**config.mk**
```make
export PLATFORM = sky130hd
export DESIGN_NAME = noc_switch_allocator_top
export DESIGN_NICKNAME = d
export VERILOG_FILES = /design/src/hdl/noc_arb_pkg.sv /design/src/hdl/input_route_unit.sv /design/src/hdl/output_rr_allocator.sv /design/src/hdl/switch_crossbar.sv /design/src/hdl/noc_switch_allocator_top.sv
export SDC_FILE = /design/constraint.sdc
export NUM_CORES = 1
export LEC_CHECK = 0
export ABC_AREA = 1
export BUFFER_PORTS_ARGS = -buffer_cell sky130_fd_sc_hd__buf_4
export CAP_MARGIN = 40
export CORE_MARGIN = 1
export CORE_UTILIZATION = 35
export DETAILED_ROUTE_END_ITERATION = 8
export GPL_TIMING_DRIVEN = 0
export PLACE_DENSITY_LB_ADDON = 0.3
export SLEW_MARGIN = 10
export SYNTH_ARGS = -nofsm -noshare
export SYNTH_HDL_FRONTEND = slang
export SYNTH_SLANG_ARGS = --single-unit
export TNS_END_PERCENT = 10
```
**constraint.sdc**
```tcl
create_clock -name clk -period 4.4 [get_ports clk]
set_input_delay 0.88 -clock clk [delete_from_list [all_inputs] [get_ports clk]]
set_output_delay 0.88 -clock clk [all_outputs]
set_load 0.1 [all_outputs]
```
**src/hdl/noc_arb_pkg.sv**
```systemverilog
// Shared definitions for the five-port NoC switch allocator: port and flit encodings, request and grant records.
`default_nettype none

package noc_arb_pkg;

	localparam int NUM_PORTS   = 5;             // N, S, W, E and local.
	localparam int COORD_W     = 4;             // Width of one mesh coordinate.
	localparam int FLIT_DATA_W = 16;            // Payload width of one flit.

	// Where YX routing finds the coordinates.
	localparam int POS_W      = 2 * COORD_W;    // Router position, y above x.
	localparam int DEST_X_LSB = 0;              // Destination x in a head flit.
	localparam int DEST_Y_LSB = COORD_W;        // Destination y sits right above x.

	// Port index doubles as the route direction.
	typedef enum logic [2:0] {
		PORT_N = 3'd0,
		PORT_S = 3'd1,
		PORT_W = 3'd2,
		PORT_E = 3'd3,
		PORT_L = 3'd4
	} port_dir_e;

	typedef enum logic [1:0] {
		FLIT_HEAD = 2'd0,
		FLIT_BODY = 2'd1,
		FLIT_TAIL = 2'd2
	} flit_kind_e;

	typedef struct packed {
		flit_kind_e             kind;
		logic [FLIT_DATA_W-1:0] data;           // Head flit carries {y, x} in the low byte.
	} flit_t;

	// Route request from one input, seen by every output.
	typedef struct packed {
		logic      valid;                       // A next hop is latched.
		port_dir_e dir;                         // Output this packet wants.
		logic      last;                        // Next read pops the final flit.
	} route_req_t;

	// Ownership of one output.
	typedef struct packed {
		logic      active;                      // Output is held by a packet.
		port_dir_e src;                         // Input that owns it.
	} grant_t;

endpackage

`default_nettype wire

```
**src/hdl/input_route_unit.sv**
```systemverilog
// Input route unit: YX route decode of the head flit, next-hop register and packet flit tracker.
`default_nettype none

module input_route_unit #(
	parameter int PKT_FLITS = 4
) (
	input  logic                            clk,
	input  logic                            rst_n_i,
	input  logic [noc_arb_pkg::POS_W-1:0]   yx_pos_i,
	input  noc_arb_pkg::flit_t              ib_flit_i,
	input  logic                            ib_empty_i,
	input  logic                            ib_read_i,
	output noc_arb_pkg::route_req_t         req_o
);

	import noc_arb_pkg::*;

	localparam int CNT_W = (PKT_FLITS > 2) ? $clog2(PKT_FLITS) : 1;

	logic [COORD_W-1:0] dest_x;
	logic [COORD_W-1:0] dest_y;
	logic [COORD_W-1:0] pos_x;
	logic [COORD_W-1:0] pos_y;
	port_dir_e          route_dir;
	port_dir_e          next_hop_q;
	logic               in_flight_q;
	logic [CNT_W-1:0]   flit_cnt_q;
	logic               load_hop;
	logic               last_flit;

	assign dest_x = ib_flit_i.data[DEST_X_LSB +: COORD_W];
	assign dest_y = ib_flit_i.data[DEST_Y_LSB +: COORD_W];
	assign pos_x  = yx_pos_i[DEST_X_LSB +: COORD_W];
	assign pos_y  = yx_pos_i[DEST_Y_LSB +: COORD_W];

	// Dimension order routing: settle y first, then x.
	always_comb begin
		if (dest_y > pos_y) begin
			route_dir = PORT_N;
		end else if (dest_y < pos_y) begin
			route_dir = PORT_S;
		end else if (dest_x > pos_x) begin
			route_dir = PORT_E;
		end else if (dest_x < pos_x) begin
			route_dir = PORT_W;
		end else begin
			route_dir = PORT_L;                     // Packet has arrived.
		end
	end

	// Only a head flit at the front of an idle input opens a packet.
	assign load_hop  = !ib_empty_i && !in_flight_q && (ib_flit_i.kind == FLIT_HEAD);
	assign last_flit = in_flight_q && (flit_cnt_q == CNT_W'(PKT_FLITS - 1));

	always_ff @(posedge clk) begin
		if (load_hop) begin
			next_hop_q <= route_dir;                // Held for the whole packet.
		end
	end

	// Packet tracker counts reads until the tail leaves.
	always_ff @(posedge clk) begin
		if (!rst_n_i) begin
			in_flight_q <= 1'b0;
			flit_cnt_q  <= '0;
		end else if (load_hop) begin
			in_flight_q <= 1'b1;
			flit_cnt_q  <= '0;
		end else if (in_flight_q && ib_read_i) begin
			if (last_flit) begin
				in_flight_q <= 1'b0;                // Tail read, back to idle.
				flit_cnt_q  <= '0;
			end else begin
				flit_cnt_q <= flit_cnt_q + 1'b1;
			end
		end
	end

	assign req_o.valid = in_flight_q;
	assign req_o.dir   = next_hop_q;
	assign req_o.last  = last_flit;

endmodule

`default_nettype wire

```
**src/hdl/output_rr_allocator.sv**
```systemverilog
// Output allocator: round-robin grant held for a whole packet, gated by a downstream credit counter.
`default_nettype none

module output_rr_allocator #(
	parameter int BUF_DEPTH = 4,
	parameter int OUT_PORT  = 0
) (
	input  logic                                clk,
	input  logic                                rst_n_i,
	input  noc_arb_pkg::route_req_t             req_i [noc_arb_pkg::NUM_PORTS],
	input  logic [noc_arb_pkg::NUM_PORTS-1:0]   ib_empty_i,
	input  logic                                credit_i,
	output noc_arb_pkg::grant_t                 grant_o,
	output logic                                go_o
);

	import noc_arb_pkg::*;

	localparam int CRED_W = $clog2(BUF_DEPTH + 1);

	typedef enum logic {
		ALLOC_IDLE,
		ALLOC_BUSY
	} alloc_state_e;

	alloc_state_e           state_q;
	port_dir_e              ptr_q;
	port_dir_e              src_q;
	port_dir_e              winner;
	logic [CRED_W-1:0]      credit_q;
	logic [NUM_PORTS-1:0]   req_vec;
	logic                   req_any;
	logic                   pkt_done;

	// Step one place around the ring N, S, W, E, L.
	function automatic port_dir_e ring_next(input port_dir_e p);
		port_dir_e n;
		if (p == PORT_L) begin
			n = PORT_N;
		end else begin
			n = port_dir_e'(p + 3'd1);
		end
		return n;
	endfunction

	// Inputs asking for this output. A port never routes back to itself.
	always_comb begin
		for (int i = 0; i < NUM_PORTS; i++) begin
			req_vec[i] = req_i[i].valid
				&& (req_i[i].dir == port_dir_e'(OUT_PORT))
				&& (i != OUT_PORT);
		end
	end

	// First requester at or after the pointer wins.
	always_comb begin
		int idx;
		req_any = 1'b0;
		winner  = PORT_N;
		for (int k = 0; k < NUM_PORTS; k++) begin
			idx = int'(ptr_q) + k;
			if (idx >= NUM_PORTS) begin
				idx = idx - NUM_PORTS;
			end
			if (!req_any && req_vec[idx]) begin
				req_any = 1'b1;
				winner  = port_dir_e'(idx);
			end
		end
	end

	// A flit moves only with an owner, data in its buffer and a free slot downstream.
	assign go_o     = (state_q == ALLOC_BUSY) && !ib_empty_i[src_q] && (credit_q != '0);
	assign pkt_done = go_o && req_i[src_q].last;

	always_ff @(posedge clk) begin
		if (!rst_n_i) begin
			state_q <= ALLOC_IDLE;
			ptr_q   <= PORT_N;
			src_q   <= PORT_N;
		end else begin
			case (state_q)
				ALLOC_IDLE: begin
					if (req_any) begin
						state_q <= ALLOC_BUSY;
						src_q   <= winner;
					end
				end
				ALLOC_BUSY: begin
					if (pkt_done) begin
						state_q <= ALLOC_IDLE;
						ptr_q   <= ring_next(src_q);    // Winner drops to lowest priority.
					end
				end
				default: state_q <= ALLOC_IDLE;
			endcase
		end
	end

	// One slot used per flit sent, one returned per credit pulse.
	always_ff @(posedge clk) begin
		if (!rst_n_i) begin
			credit_q <= CRED_W'(BUF_DEPTH);
		end else begin
			case ({go_o, credit_i})
				2'b10:   credit_q <= credit_q - 1'b1;
				2'b01:   credit_q <= credit_q + 1'b1;
				default: credit_q <= credit_q;      // Both or neither leave the count alone.
			endcase
		end
	end

	assign grant_o.active = (state_q == ALLOC_BUSY);
	assign grant_o.src    = src_q;

endmodule

`default_nettype wire

```
**src/hdl/switch_crossbar.sv**
```systemverilog
// Switch crossbar: input buffer read strobes and registered output flit selection.
`default_nettype none

module switch_crossbar (
	input  logic                                clk,
	input  logic                                rst_n_i,
	input  noc_arb_pkg::flit_t                  ib_flit_i [noc_arb_pkg::NUM_PORTS],
	input  noc_arb_pkg::grant_t                 grant_i [noc_arb_pkg::NUM_PORTS],
	input  logic [noc_arb_pkg::NUM_PORTS-1:0]   go_i,
	output logic [noc_arb_pkg::NUM_PORTS-1:0]   ib_read_o,
	output noc_arb_pkg::flit_t                  out_flit_o [noc_arb_pkg::NUM_PORTS],
	output logic [noc_arb_pkg::NUM_PORTS-1:0]   out_valid_o
);

	import noc_arb_pkg::*;

	// An input is popped when any output it owns moves a flit.
	always_comb begin
		ib_read_o = '0;
		for (int i = 0; i < NUM_PORTS; i++) begin
			for (int o = 0; o < NUM_PORTS; o++) begin
				if (grant_i[o].active && (grant_i[o].src == port_dir_e'(i)) && go_i[o]) begin
					ib_read_o[i] = 1'b1;
				end
			end
		end
	end

	// Flit data only changes when a flit is sent.
	always_ff @(posedge clk) begin
		for (int o = 0; o < NUM_PORTS; o++) begin
			if (go_i[o]) begin
				out_flit_o[o] <= ib_flit_i[grant_i[o].src];
			end
		end
	end

	always_ff @(posedge clk) begin
		if (!rst_n_i) begin
			out_valid_o <= '0;
		end else begin
			out_valid_o <= go_i;                // One cycle after the read.
		end
	end

endmodule

`default_nettype wire

```
**src/hdl/noc_switch_allocator_top.sv**
```systemverilog
// Five-port mesh router switch allocator: route decode, per-output arbitration and crossbar.
`default_nettype none

module noc_switch_allocator_top #(
	parameter int PKT_FLITS = 4,
	parameter int BUF_DEPTH = 4
) (
	input  logic                                clk,
	input  logic                                rst_n_i,
	input  logic [noc_arb_pkg::POS_W-1:0]       yx_pos_i,
	input  noc_arb_pkg::flit_t                  ib_flit_i [noc_arb_pkg::NUM_PORTS],
	input  logic [noc_arb_pkg::NUM_PORTS-1:0]   ib_empty_i,
	output logic [noc_arb_pkg::NUM_PORTS-1:0]   ib_read_o,
	input  logic [noc_arb_pkg::NUM_PORTS-1:0]   credit_i,
	output noc_arb_pkg::flit_t                  out_flit_o [noc_arb_pkg::NUM_PORTS],
	output logic [noc_arb_pkg::NUM_PORTS-1:0]   out_valid_o
);

	import noc_arb_pkg::*;

	route_req_t             route_req [NUM_PORTS];  // Indexed by input.
	grant_t                 grant [NUM_PORTS];      // Indexed by output.
	logic [NUM_PORTS-1:0]   go;                     // Indexed by output.

	for (genvar p = 0; p < NUM_PORTS; p++) begin : g_port

		input_route_unit #(
			.PKT_FLITS (PKT_FLITS)
		) input_route_unit_inst (
			.clk        (clk),
			.rst_n_i    (rst_n_i),
			.yx_pos_i   (yx_pos_i),
			.ib_flit_i  (ib_flit_i[p]),
			.ib_empty_i (ib_empty_i[p]),
			.ib_read_i  (ib_read_o[p]),         // Each pop advances the tracker.
			.req_o      (route_req[p])
		);

		// Every allocator sees every request.
		output_rr_allocator #(
			.BUF_DEPTH (BUF_DEPTH),
			.OUT_PORT  (p)
		) output_rr_allocator_inst (
			.clk        (clk),
			.rst_n_i    (rst_n_i),
			.req_i      (route_req),
			.ib_empty_i (ib_empty_i),
			.credit_i   (credit_i[p]),
			.grant_o    (grant[p]),
			.go_o       (go[p])
		);

	end

	switch_crossbar switch_crossbar_inst (
		.clk         (clk),
		.rst_n_i     (rst_n_i),
		.ib_flit_i   (ib_flit_i),
		.grant_i     (grant),
		.go_i        (go),
		.ib_read_o   (ib_read_o),
		.out_flit_o  (out_flit_o),
		.out_valid_o (out_valid_o)
	);

endmodule

`default_nettype wire

```
==> results of run 1 <==
==> through the flow <==
step                      setup TNS [ns]  hold WS (ns)  util (%)
after global placement            -5.029        0.4524     40.91
final                                  0        0.4724     42.53
after global routing                   0        0.4973     42.52
after CTS                              0        0.4700     42.46
after floorplan                        0        0.4406         -
after detailed placement               0        0.4600     41.12
==> registers in the layout, indices dropped and copies added, names as in the netlist <==
name / flops
g_port.output_rr_allocator_inst.credit_q: 15
g_port.input_route_unit_inst.flit_cnt_q: 10
switch_crossbar_inst.out_valid_o: 5
g_port.output_rr_allocator_inst.src_q: 15
g_port.output_rr_allocator_inst.ptr_q: 15
switch_crossbar_inst.out_flit_o: 90
g_port.output_rr_allocator_inst.state_q: 5
g_port.input_route_unit_inst.in_flight_q: 5
g_port.input_route_unit_inst.next_hop_q: 15
==> cells in the mapped netlist, drive strengths merged, types with 2 or more instances <==
cell / instances / area, µm²
inv: 299 / 1125
fa: 10 / 200.2
dfxtp: 70 / 1401
edfxtp: 105 / 3153
ha: 118 / 1476
xor2: 21 / 183.9
nor4: 5 / 31.28
nor3b: 4 / 30.03
o31ai: 3 / 22.52
a21oi: 267 / 1363
buf: 29 / 151.4
nor2: 211 / 834.6
xnor2: 4 / 35.03
nand4: 45 / 281.5
clkinv: 5 / 18.77
nand3: 134 / 715.7
o211ai: 5 / 37.54
nand2: 448 / 1712
o211a: 4 / 40.04
a211oi: 40 / 300.3
nor3: 17 / 105.1
o22ai: 4 / 25.02
o221ai: 57 / 499.2
o21a: 2 / 15.01
clkbuf: 52 / 195.2
o21ai: 256 / 1308
a311oi: 3 / 26.28
nand3b: 4 / 33.78
==> routing by layer <==
layer	vias up	global-route usage, %	routed length [µm]
met1	8043	38.74	27290
met4	0	9.395	1839
met2	893	41.79	27180
met3	107	5.444	5717
li1	8110	-	-
met5	-	0	0
==> final cells by class <==
class                      count  area share (%)
clock buffer                  18           2.338
clock inverter                14          0.7974
inverter                     304           6.270
buffer                        81           1.888
tap                          585           3.987
multi-input combinational   1669           50.98
timing repair buffer         214           8.908
sequential                   175           24.81
antenna                        2         0.02726
==> kinds of logic (layout without fill, tap and decap cells) <==
family | Yosys count | in the layout | share of synthesized area [%]
AND/OR/NAND/NOR | 870 | 870 | 24.45
AO/OA/AOI/OAI | 645 | 646 | 23.86
buffers and inverters | 385 | 631 | 9.700
flip-flops | 175 | 175 | 29.65
adder cells (fa/ha/maj) | 128 | 128 | 10.91
XOR/XNOR | 25 | 25 | 1.425
other | 0 | 2 | 0
==> cells in the final DEF (no fill, tap or decap), types with 5 or more instances in the layout <==
cell type	count
sky130_fd_sc_hd__buf_1	14
sky130_fd_sc_hd__a21oi_1	258
sky130_fd_sc_hd__a21oi_2	8
sky130_fd_sc_hd__buf_4	218
sky130_fd_sc_hd__o221ai_1	57
sky130_fd_sc_hd__o211ai_1	5
sky130_fd_sc_hd__clkinv_1	5
sky130_fd_sc_hd__nand3_2	10
sky130_fd_sc_hd__edfxtp_1	105
sky130_fd_sc_hd__a211oi_1	40
sky130_fd_sc_hd__inv_1	285
sky130_fd_sc_hd__buf_2	8
sky130_fd_sc_hd__dfxtp_1	70
sky130_fd_sc_hd__inv_2	11
sky130_fd_sc_hd__nor4_1	5
sky130_fd_sc_hd__inv_6	5
sky130_fd_sc_hd__nand3_1	124
sky130_fd_sc_hd__clkbuf_16	17
sky130_fd_sc_hd__o21ai_1	15
sky130_fd_sc_hd__nor2_2	8
sky130_fd_sc_hd__xor2_1	21
sky130_fd_sc_hd__nor3_1	13
sky130_fd_sc_hd__clkbuf_1	53
sky130_fd_sc_hd__nand2_2	8
sky130_fd_sc_hd__nor2_1	200
sky130_fd_sc_hd__ha_1	118
sky130_fd_sc_hd__o21ai_0	236
sky130_fd_sc_hd__fa_1	10
sky130_fd_sc_hd__nand4_1	45
sky130_fd_sc_hd__nand2_1	438
==> timing repair <==
item | 4_1_cts | 5_1_grt
cloned | 0 | 1
buffers inserted | 0 | 0
gates resized for setup | 1 | 4
setup endpoints to repair | 1 | 2
==> worst min-delay path by stage <==
stage                     cells after the start  slack, ns                                       endpoint                                     startpoint
after floorplan                               2       0.44  g_port[0].input_route_unit_inst.flit_cnt_q[1]  g_port[0].input_route_unit_inst.flit_cnt_q[1]
after global placement                        2       0.45  g_port[0].input_route_unit_inst.flit_cnt_q[1]  g_port[0].input_route_unit_inst.flit_cnt_q[1]
after detailed placement                      2       0.46     g_port[4].output_rr_allocator_inst.state_q     g_port[4].output_rr_allocator_inst.state_q
after CTS                                     2       0.47     g_port[4].output_rr_allocator_inst.state_q     g_port[4].output_rr_allocator_inst.state_q
after global routing                          2       0.50     g_port[4].output_rr_allocator_inst.state_q     g_port[4].output_rr_allocator_inst.state_q
final                                         2       0.47     g_port[4].output_rr_allocator_inst.state_q     g_port[4].output_rr_allocator_inst.state_q
==> power by group through the flow <==
stage	sequential, mW	clock [mW]	combinational, mW
2_1_floorplan	1.97	0	0.329
3_3_place_gp	1.86	0	0.736
3_5_place_dp	1.86	0	0.750
4_1_cts	1.82	1.58	0.755
5_1_grt	1.83	1.64	0.830
6_report	1.82	1.55	0.773
==> tightest hold or removal path, delay by kind of cell, from the launching register on <==
kind,cells,cell delay [ns]
DFF,1,0.31
and+or+nand+nor,1,0.06
AOI/OAI and AO/OA,1,0.05
==> impl_summary.log, run 1 <==
INFO  metric std_cell_rows = 76
INFO  metric grt_start_max_net_pins = 23
INFO  metric sum_of_net_half_perimeters_after_detailed_placement = 50,050 µm
INFO  metric grt_setup_unrepaired = no
INFO  metric switching_share = 31.80%
INFO  metric postSynthRegisterBits = 175
INFO  metric finalInstanceArea = 18,360 µm²
INFO  metric die_x = 211.5 µm
INFO  metric drv_slew = 0
INFO  metric worst_setup_path_end = ib_read_o[4]
INFO  metric cells_after_dpl = 3,027
INFO  metric post_synth.cell_area_avg = 6.895 µm²
INFO  metric final.setup.worst_slack = 0.1795 ns
INFO  metric timing.setup.critical_path_class = flip-flop to output port
INFO  metric critPathSlowestCell = sky130_fd_sc_hd__a21oi_4
INFO  metric io_buffer_count = 209
INFO  metric placed_area = 17,750 µm²
INFO  metric layout-drive-gt1-share = 13.17%
INFO  metric synth_area = 15,360 µm²
INFO  metric total_power = 4.146 mW
INFO  metric layout.filler_cells = 4,567
INFO  metric regToRegStartpoint = g_port[3].output_rr_allocator_inst.src_q[1]
INFO  metric drt-initial-drc-count = 2,045
INFO  metric area_growth_from_synthesis_to_layout = 19.51%
INFO  metric power_frac_comb = 18.6%
INFO  metric skew = 0.01154 ns
INFO  metric cts-hold-fix-buffers = 0
INFO  metric ff_latch_area = 4554 µm²
INFO  metric routabilityCongestion = 0.9740
INFO  metric asyncSetResetFlopFracSynth = 0%
INFO  metric synthesis.instances = 2,228
INFO  metric critical_path_peak_fanout = 11
INFO  metric cp-start-kind = flip-flop
INFO  metric maxCapViolations = 0
INFO  metric cts.path.max_buffers = 2
INFO  metric rr_worst_depth = 14
INFO  metric crit_buf_inv = 4
INFO  metric most_common_cell_on_crit_path = sky130_fd_sc_hd__nand2_1
INFO  metric globalRouteTotalUtil = 27.54%
INFO  metric routed_wire_length_per_instance = 20.26 µm
INFO  metric worst-slew-pin-transition = 0.9797 ns
INFO  metric timing.fmax = 0.2369 GHz
INFO  metric slew_headroom = 34.68%
INFO  metric intPower = 2.827 mW
INFO  metric cp-startpoint = g_port[3].output_rr_allocator_inst.src_q[1]
INFO  metric cellPowerDensity = 225.8 nW/µm²
INFO  metric full_die_area = 44,730 µm²
INFO  metric grt_pass1_vias = 15,810
INFO  metric synth_warnings = 0
INFO  metric route.detailed.drc = 0
INFO  metric static_leakage = 8.453 nW
INFO  metric ios = 210
INFO  metric timing.critical_path.depth = 12
INFO  metric clkLatencyLatePin = 0.47 ns
INFO  metric power.share.sequential = 43.9%
INFO  metric synth_enable_flop_cells = 105
INFO  metric reg2reg_slack = 1.25 ns
INFO  metric hp-class = flip-flop to flip-flop
INFO  metric multiInputGateArea = 9359 µm²
INFO  metric synth_sequential_area_ratio = 29.65%
INFO  metric worst_setup_path_end_kind = output port
INFO  metric synth.lib_cells_used.distinct = 49
INFO  metric drt-total-wl = 62,030 µm
INFO  metric crit_required = 3.52 ns
INFO  metric vias = 17,150
INFO  metric cp_data_arrival_time = 3.34 ns
INFO  metric initial_utilization = 35.58%
INFO  metric crit_chain = inv_1, nand2_1, o22ai_1, o21ai_0, nand2_1, a21oi_4, nand3_1, nand3_1, inv_1, nand2_1, buf_4, buf_4
INFO  metric delay_contributed_by_the_slowest_stage_of_the_critical_path = 0.48 ns
INFO  metric antenna_found_initial = 2
INFO  metric die_y = 211.5 µm
INFO  metric hold_violations = 0
INFO  metric cts_tree = built
INFO  metric timing.final.setup_violations = 0
INFO  metric drt-pass1-iter-count = 6
INFO  metric clock_sinks = 175
INFO  metric timing.rr.end = g_port[3].output_rr_allocator_inst.credit_q[2]
INFO  metric cts-htree-levels = 4
INFO  metric area_of_the_core = 43,170 µm²
INFO  metric viasPerCell = 5.602
INFO  metric dpl_worst_slack = 0.03775 ns
INFO  metric p_switching = 1.319 mW
INFO  metric cts.clk_slew.worst_paths = 0.08 ns
INFO  metric final_antenna_net_count = 0
INFO  metric cts_inserted_buffers = 17
INFO  metric grt_first_pass_wirelength = 92,920 µm
INFO  metric timing.final.crit_period = 4.221 ns
INFO  metric final_nets = 2,700
INFO  metric postSynth.topFlopCell = sky130_fd_sc_hd__edfxtp_1
INFO  metric worst_path_dominant_cell_family = simple AND/OR/NAND/NOR gates
INFO  metric post-route-period-util = 95.92%
INFO  metric power.clock.fraction = 37.4%
INFO  metric syn-num-nets = 2,466
INFO  metric grt_remaining_overflow = 0
INFO  metric root_buffer = sky130_fd_sc_hd__clkbuf_16
INFO  metric final_cells = 3,062
INFO  metric worst_ir_drop_vdd = 191.2 µV
INFO  metric status = finished, final reports clean
No activity file was read; power rests on OpenSTA's default activity.
==> run 2: changes to the inputs <==
==> constraint.sdc (replaced) <==
create_clock -name clk -period 3.44 [get_ports clk]
set_input_delay 0.688 -clock clk [delete_from_list [all_inputs] [get_ports clk]]
set_output_delay 0.688 -clock clk [all_outputs]
set_load 0.1 [all_outputs]
==> impl_summary.log, run 2 (synthesis results as in run 1) <==
INFO  metric status = finished, final reports clean
INFO  metric clkLatencyLatePin = 0.46 ns (about the same)
INFO  metric hp-class = flip-flop to flip-flop
INFO  metric final_cells = 3,065 (+0.098%)
INFO  metric cts_tree = built
INFO  metric cts.path.max_buffers = 2 (unchanged)
INFO  metric full_die_area = 44,730 µm² (unchanged)
INFO  metric drv_slew = 0 (unchanged)
INFO  metric timing.fmax = 0.2964 GHz
INFO  metric antenna_found_initial = 4 (+2)
INFO  metric initial_utilization = 35.58% (unchanged)
INFO  metric die_x = 211.5 µm (unchanged)
INFO  metric grt_remaining_overflow = 0 (unchanged)
INFO  metric std_cell_rows = 76 (unchanged)
INFO  metric route.detailed.drc = 0 (unchanged)
INFO  metric critical_path_peak_fanout = 7 (-4)
INFO  metric vias = 17,300 (+0.87%)
INFO  metric sum_of_net_half_perimeters_after_detailed_placement = 49,440 µm (-1.2%)
INFO  metric cp_data_arrival_time = 2.69 ns (-0.65 ns)
INFO  metric final.setup.worst_slack = 0.06628 ns (-0.1132 ns)
INFO  metric placed_area = 17,800 µm² (+0.30%)
INFO  metric worst-slew-pin-transition = 0.8971 ns (-0.08263 ns)
INFO  metric power.share.sequential = 44.6% (+0.7 points)
INFO  metric area_of_the_core = 43,170 µm² (unchanged)
INFO  metric timing.setup.critical_path_class = flip-flop to output port
INFO  metric crit_chain = inv_1, nand2_1, o221ai_1, nand2_1, nand2_2, inv_1, nand2_1, nand2_1, a21oi_1, nand3_2, buf_4, buf_6
INFO  metric cells_after_dpl = 3,028 (+0.033%)
INFO  metric grt_first_pass_wirelength = 93,770 µm (+0.92%)
INFO  metric intPower = 3.559 mW (+26%)
INFO  metric cts.clk_slew.worst_paths = 0.08 ns (about the same)
INFO  metric p_switching = 1.659 mW (+26%)
INFO  metric root_buffer = sky130_fd_sc_hd__clkbuf_16
INFO  metric post-route-period-util = 98.07%
INFO  metric area_growth_from_synthesis_to_layout = 20.39%
INFO  metric length_of_routed_met3_wiring = 5789 µm (+1.3%)
INFO  metric drt-initial-drc-count = 2,148 (+5.0%)
INFO  metric maxUsedRoutingLayer = met4
INFO  metric timing.final.setup_violations = 0 (unchanged)
INFO  metric worst_ir_drop_vdd = 376.0 µV (+97%)
INFO  metric hold_violations = 0 (unchanged)
INFO  metric viasPerCell = 5.645 (+0.78%)
INFO  metric grt_start_max_net_pins = 20 (-13%)
INFO  metric worst_path_dominant_cell_family = simple AND/OR/NAND/NOR gates
INFO  metric fin_tns_setup = 0 ns (unchanged)
INFO  metric worst_setup_path_end_kind = output port
INFO  metric final_common_cell = sky130_fd_sc_hd__nand2_1
INFO  metric drt-met1-wl = 27,080 µm (-0.75%)
INFO  metric maxCapViolations = 0 (unchanged)
INFO  metric static_leakage = 8.535 nW (+0.98%)
INFO  metric most-common-layout-cells = 434 x sky130_fd_sc_hd__nand2_1, 286 x sky130_fd_sc_hd__inv_1, 258 x sky130_fd_sc_hd__a21oi_1
INFO  metric critPathSlowestCell = sky130_fd_sc_hd__dfxtp_2
INFO  metric crit_required = 2.75 ns (-0.77 ns)
INFO  metric final_nets = 2,704 (+0.15%)
INFO  metric grt_pass1_vias = 15,970 (+1.0%)
INFO  metric dpl_worst_slack = -0.3777 ns (-0.4154 ns)
INFO  metric final_antenna_net_count = 0 (unchanged)
INFO  metric total_power = 5.218 mW (+26%)
INFO  metric clock_sinks = 175 (unchanged)
INFO  metric finalInstanceArea = 18,490 µm² (+0.74%)
INFO  metric cp-start-kind = flip-flop
INFO  metric drt-pass1-iter-count = 8 (+2)
INFO  metric switching_share = 31.80% (about the same)
INFO  metric routed_wire_length_per_instance = 20.25 µm (about the same)
INFO  metric power.clock.fraction = 36.3% (-1.1 points)
INFO  metric timing.final.crit_period = 3.374 ns
INFO  metric slew_headroom = 39.64% (+5.0 points)
INFO  metric power_frac_comb = 19.1% (+0.5 points)
INFO  metric layout-drive-gt1-share = 14.60% (+1.4 points)
INFO  metric grt_setup_unrepaired = yes
INFO  metric largest_reg_flops = 90 (unchanged)
INFO  metric die_y = 211.5 µm (unchanged)
INFO  metric drt-total-wl = 62,080 µm (about the same)
INFO  metric globalRouteTotalUtil = 27.55% (about the same)
INFO  metric cts-htree-levels = 4 (unchanged)
INFO  metric delay_contributed_by_the_slowest_stage_of_the_critical_path = 0.39 ns (-0.09 ns)
INFO  metric most_common_cell_on_crit_path = sky130_fd_sc_hd__nand2_1
INFO  metric skew = 0.01990 ns (+0.008354 ns)
INFO  metric crit_buf_inv = 4 (unchanged)
INFO  metric io_buffer_count = 209 (unchanged)
INFO  metric register_bank_with_the_most_flops = switch_crossbar_inst.out_flit_o
INFO  metric routabilityCongestion = 0.9691 (-0.50%)
INFO  metric cellPowerDensity = 282.2 nW/µm² (+25%)
INFO  metric cts_inserted_buffers = 17 (unchanged)
INFO  metric met2_length = 27,010 µm (-0.63%)
INFO  metric ios = 210 (unchanged)
## run 2: changes by cell type in the layout (fill, tap and decap cells not counted), moves of 4 or more
cell,previous run,this run
sky130_fd_sc_hd__clkbuf_1,53,43
sky130_fd_sc_hd__clkbuf_2,0,6
sky130_fd_sc_hd__dfxtp_1,70,60
sky130_fd_sc_hd__dfxtp_2,0,9
sky130_fd_sc_hd__inv_8,4,0
sky130_fd_sc_hd__nand2_1,438,434
sky130_fd_sc_hd__nor3_1,13,9
sky130_fd_sc_hd__nor3_2,4,8
## run 2: area by class of cell
cell class | count | area (µm²)
clock buffers | 20 | 446.7
plain buffers | 80 | 365.4
multi-input cells | 1669 | 9414
fillers | 4482 | 24680
clock inverters | 12 | 101.3
flip-flops and latches | 175 | 4569
repair buffers | 219 | 1719
well taps | 585 | 732.0
inverters | 304 | 1144
diodes | 1 | 2.502
## run 2: metrics by stage
stage | util, % | hold WS, ns
2_1_floorplan | - | 0.4406
3_3_place_gp | 40.93 | 0.4491
3_5_place_dp | 41.24 | 0.4603
4_1_cts | 42.70 | 0.4719
5_1_grt | 42.84 | 0.4950
6_report | 42.84 | 0.4733
## run 2: worst paths after layout
path,from,endpoint,slack [ns],cells past startpoint
worst max-delay path,g_port[0].output_rr_allocator_inst.src_q[0],ib_read_o[3],0.07,12
worst min-delay path,g_port[4].output_rr_allocator_inst.state_q,g_port[4].output_rr_allocator_inst.state_q,0.47,2
worst max register to register,g_port[0].output_rr_allocator_inst.ptr_q[0],g_port[0].output_rr_allocator_inst.src_q[0],0.30,19
worst min register to register,g_port[4].output_rr_allocator_inst.state_q,g_port[4].output_rr_allocator_inst.state_q,0.47,2
## run 2: per-layer routing
metal / track usage [%] / up-vias
li1: - / 8127
met1: 38.51 / 8103
met2: 41.99 / 943
met3: 4.970 / 130
met4: 10.42 / 0
met5: 0 / -
## run 2: what timing repair did
action                                  in CTS  in global routing
gates resized for setup                     25                 28
cloned                                       1                  0
setup buffers                                4                  0
hold buffers                                 0                  0
endpoints found under the setup margin       5                  5
## run 2: worst reg2reg max path, stage by stage (launching register included)
cell	delay [ns]
sky130_fd_sc_hd__dfxtp_1	0.35
sky130_fd_sc_hd__buf_2	0.19
sky130_fd_sc_hd__inv_2	0.16
sky130_fd_sc_hd__ha_1	0.19
sky130_fd_sc_hd__inv_1	0.05
sky130_fd_sc_hd__fa_1	0.39
sky130_fd_sc_hd__nor2_1	0.18
sky130_fd_sc_hd__nor2_1	0.09
sky130_fd_sc_hd__o21ai_0	0.39
sky130_fd_sc_hd__nor2_1	0.08
sky130_fd_sc_hd__nand3_1	0.09
sky130_fd_sc_hd__nand2_1	0.09
sky130_fd_sc_hd__inv_2	0.08
sky130_fd_sc_hd__nand3_1	0.10
sky130_fd_sc_hd__nor2_2	0.18
sky130_fd_sc_hd__nand3_2	0.09
sky130_fd_sc_hd__nand2_2	0.11
sky130_fd_sc_hd__inv_1	0.07
sky130_fd_sc_hd__nand2_1	0.07
sky130_fd_sc_hd__a21oi_1	0.06
## run 2: power by group through the flow
stage          clock [mW]  sequential (mW)  combinational [mW]
6_report             1.89             2.33               0.996
5_1_grt              1.99             2.34                1.07
4_1_cts              1.91             2.33               0.972
3_5_place_dp            0             2.38               0.960
3_3_place_gp            0             2.38               0.931
2_1_floorplan           0             2.51               0.421
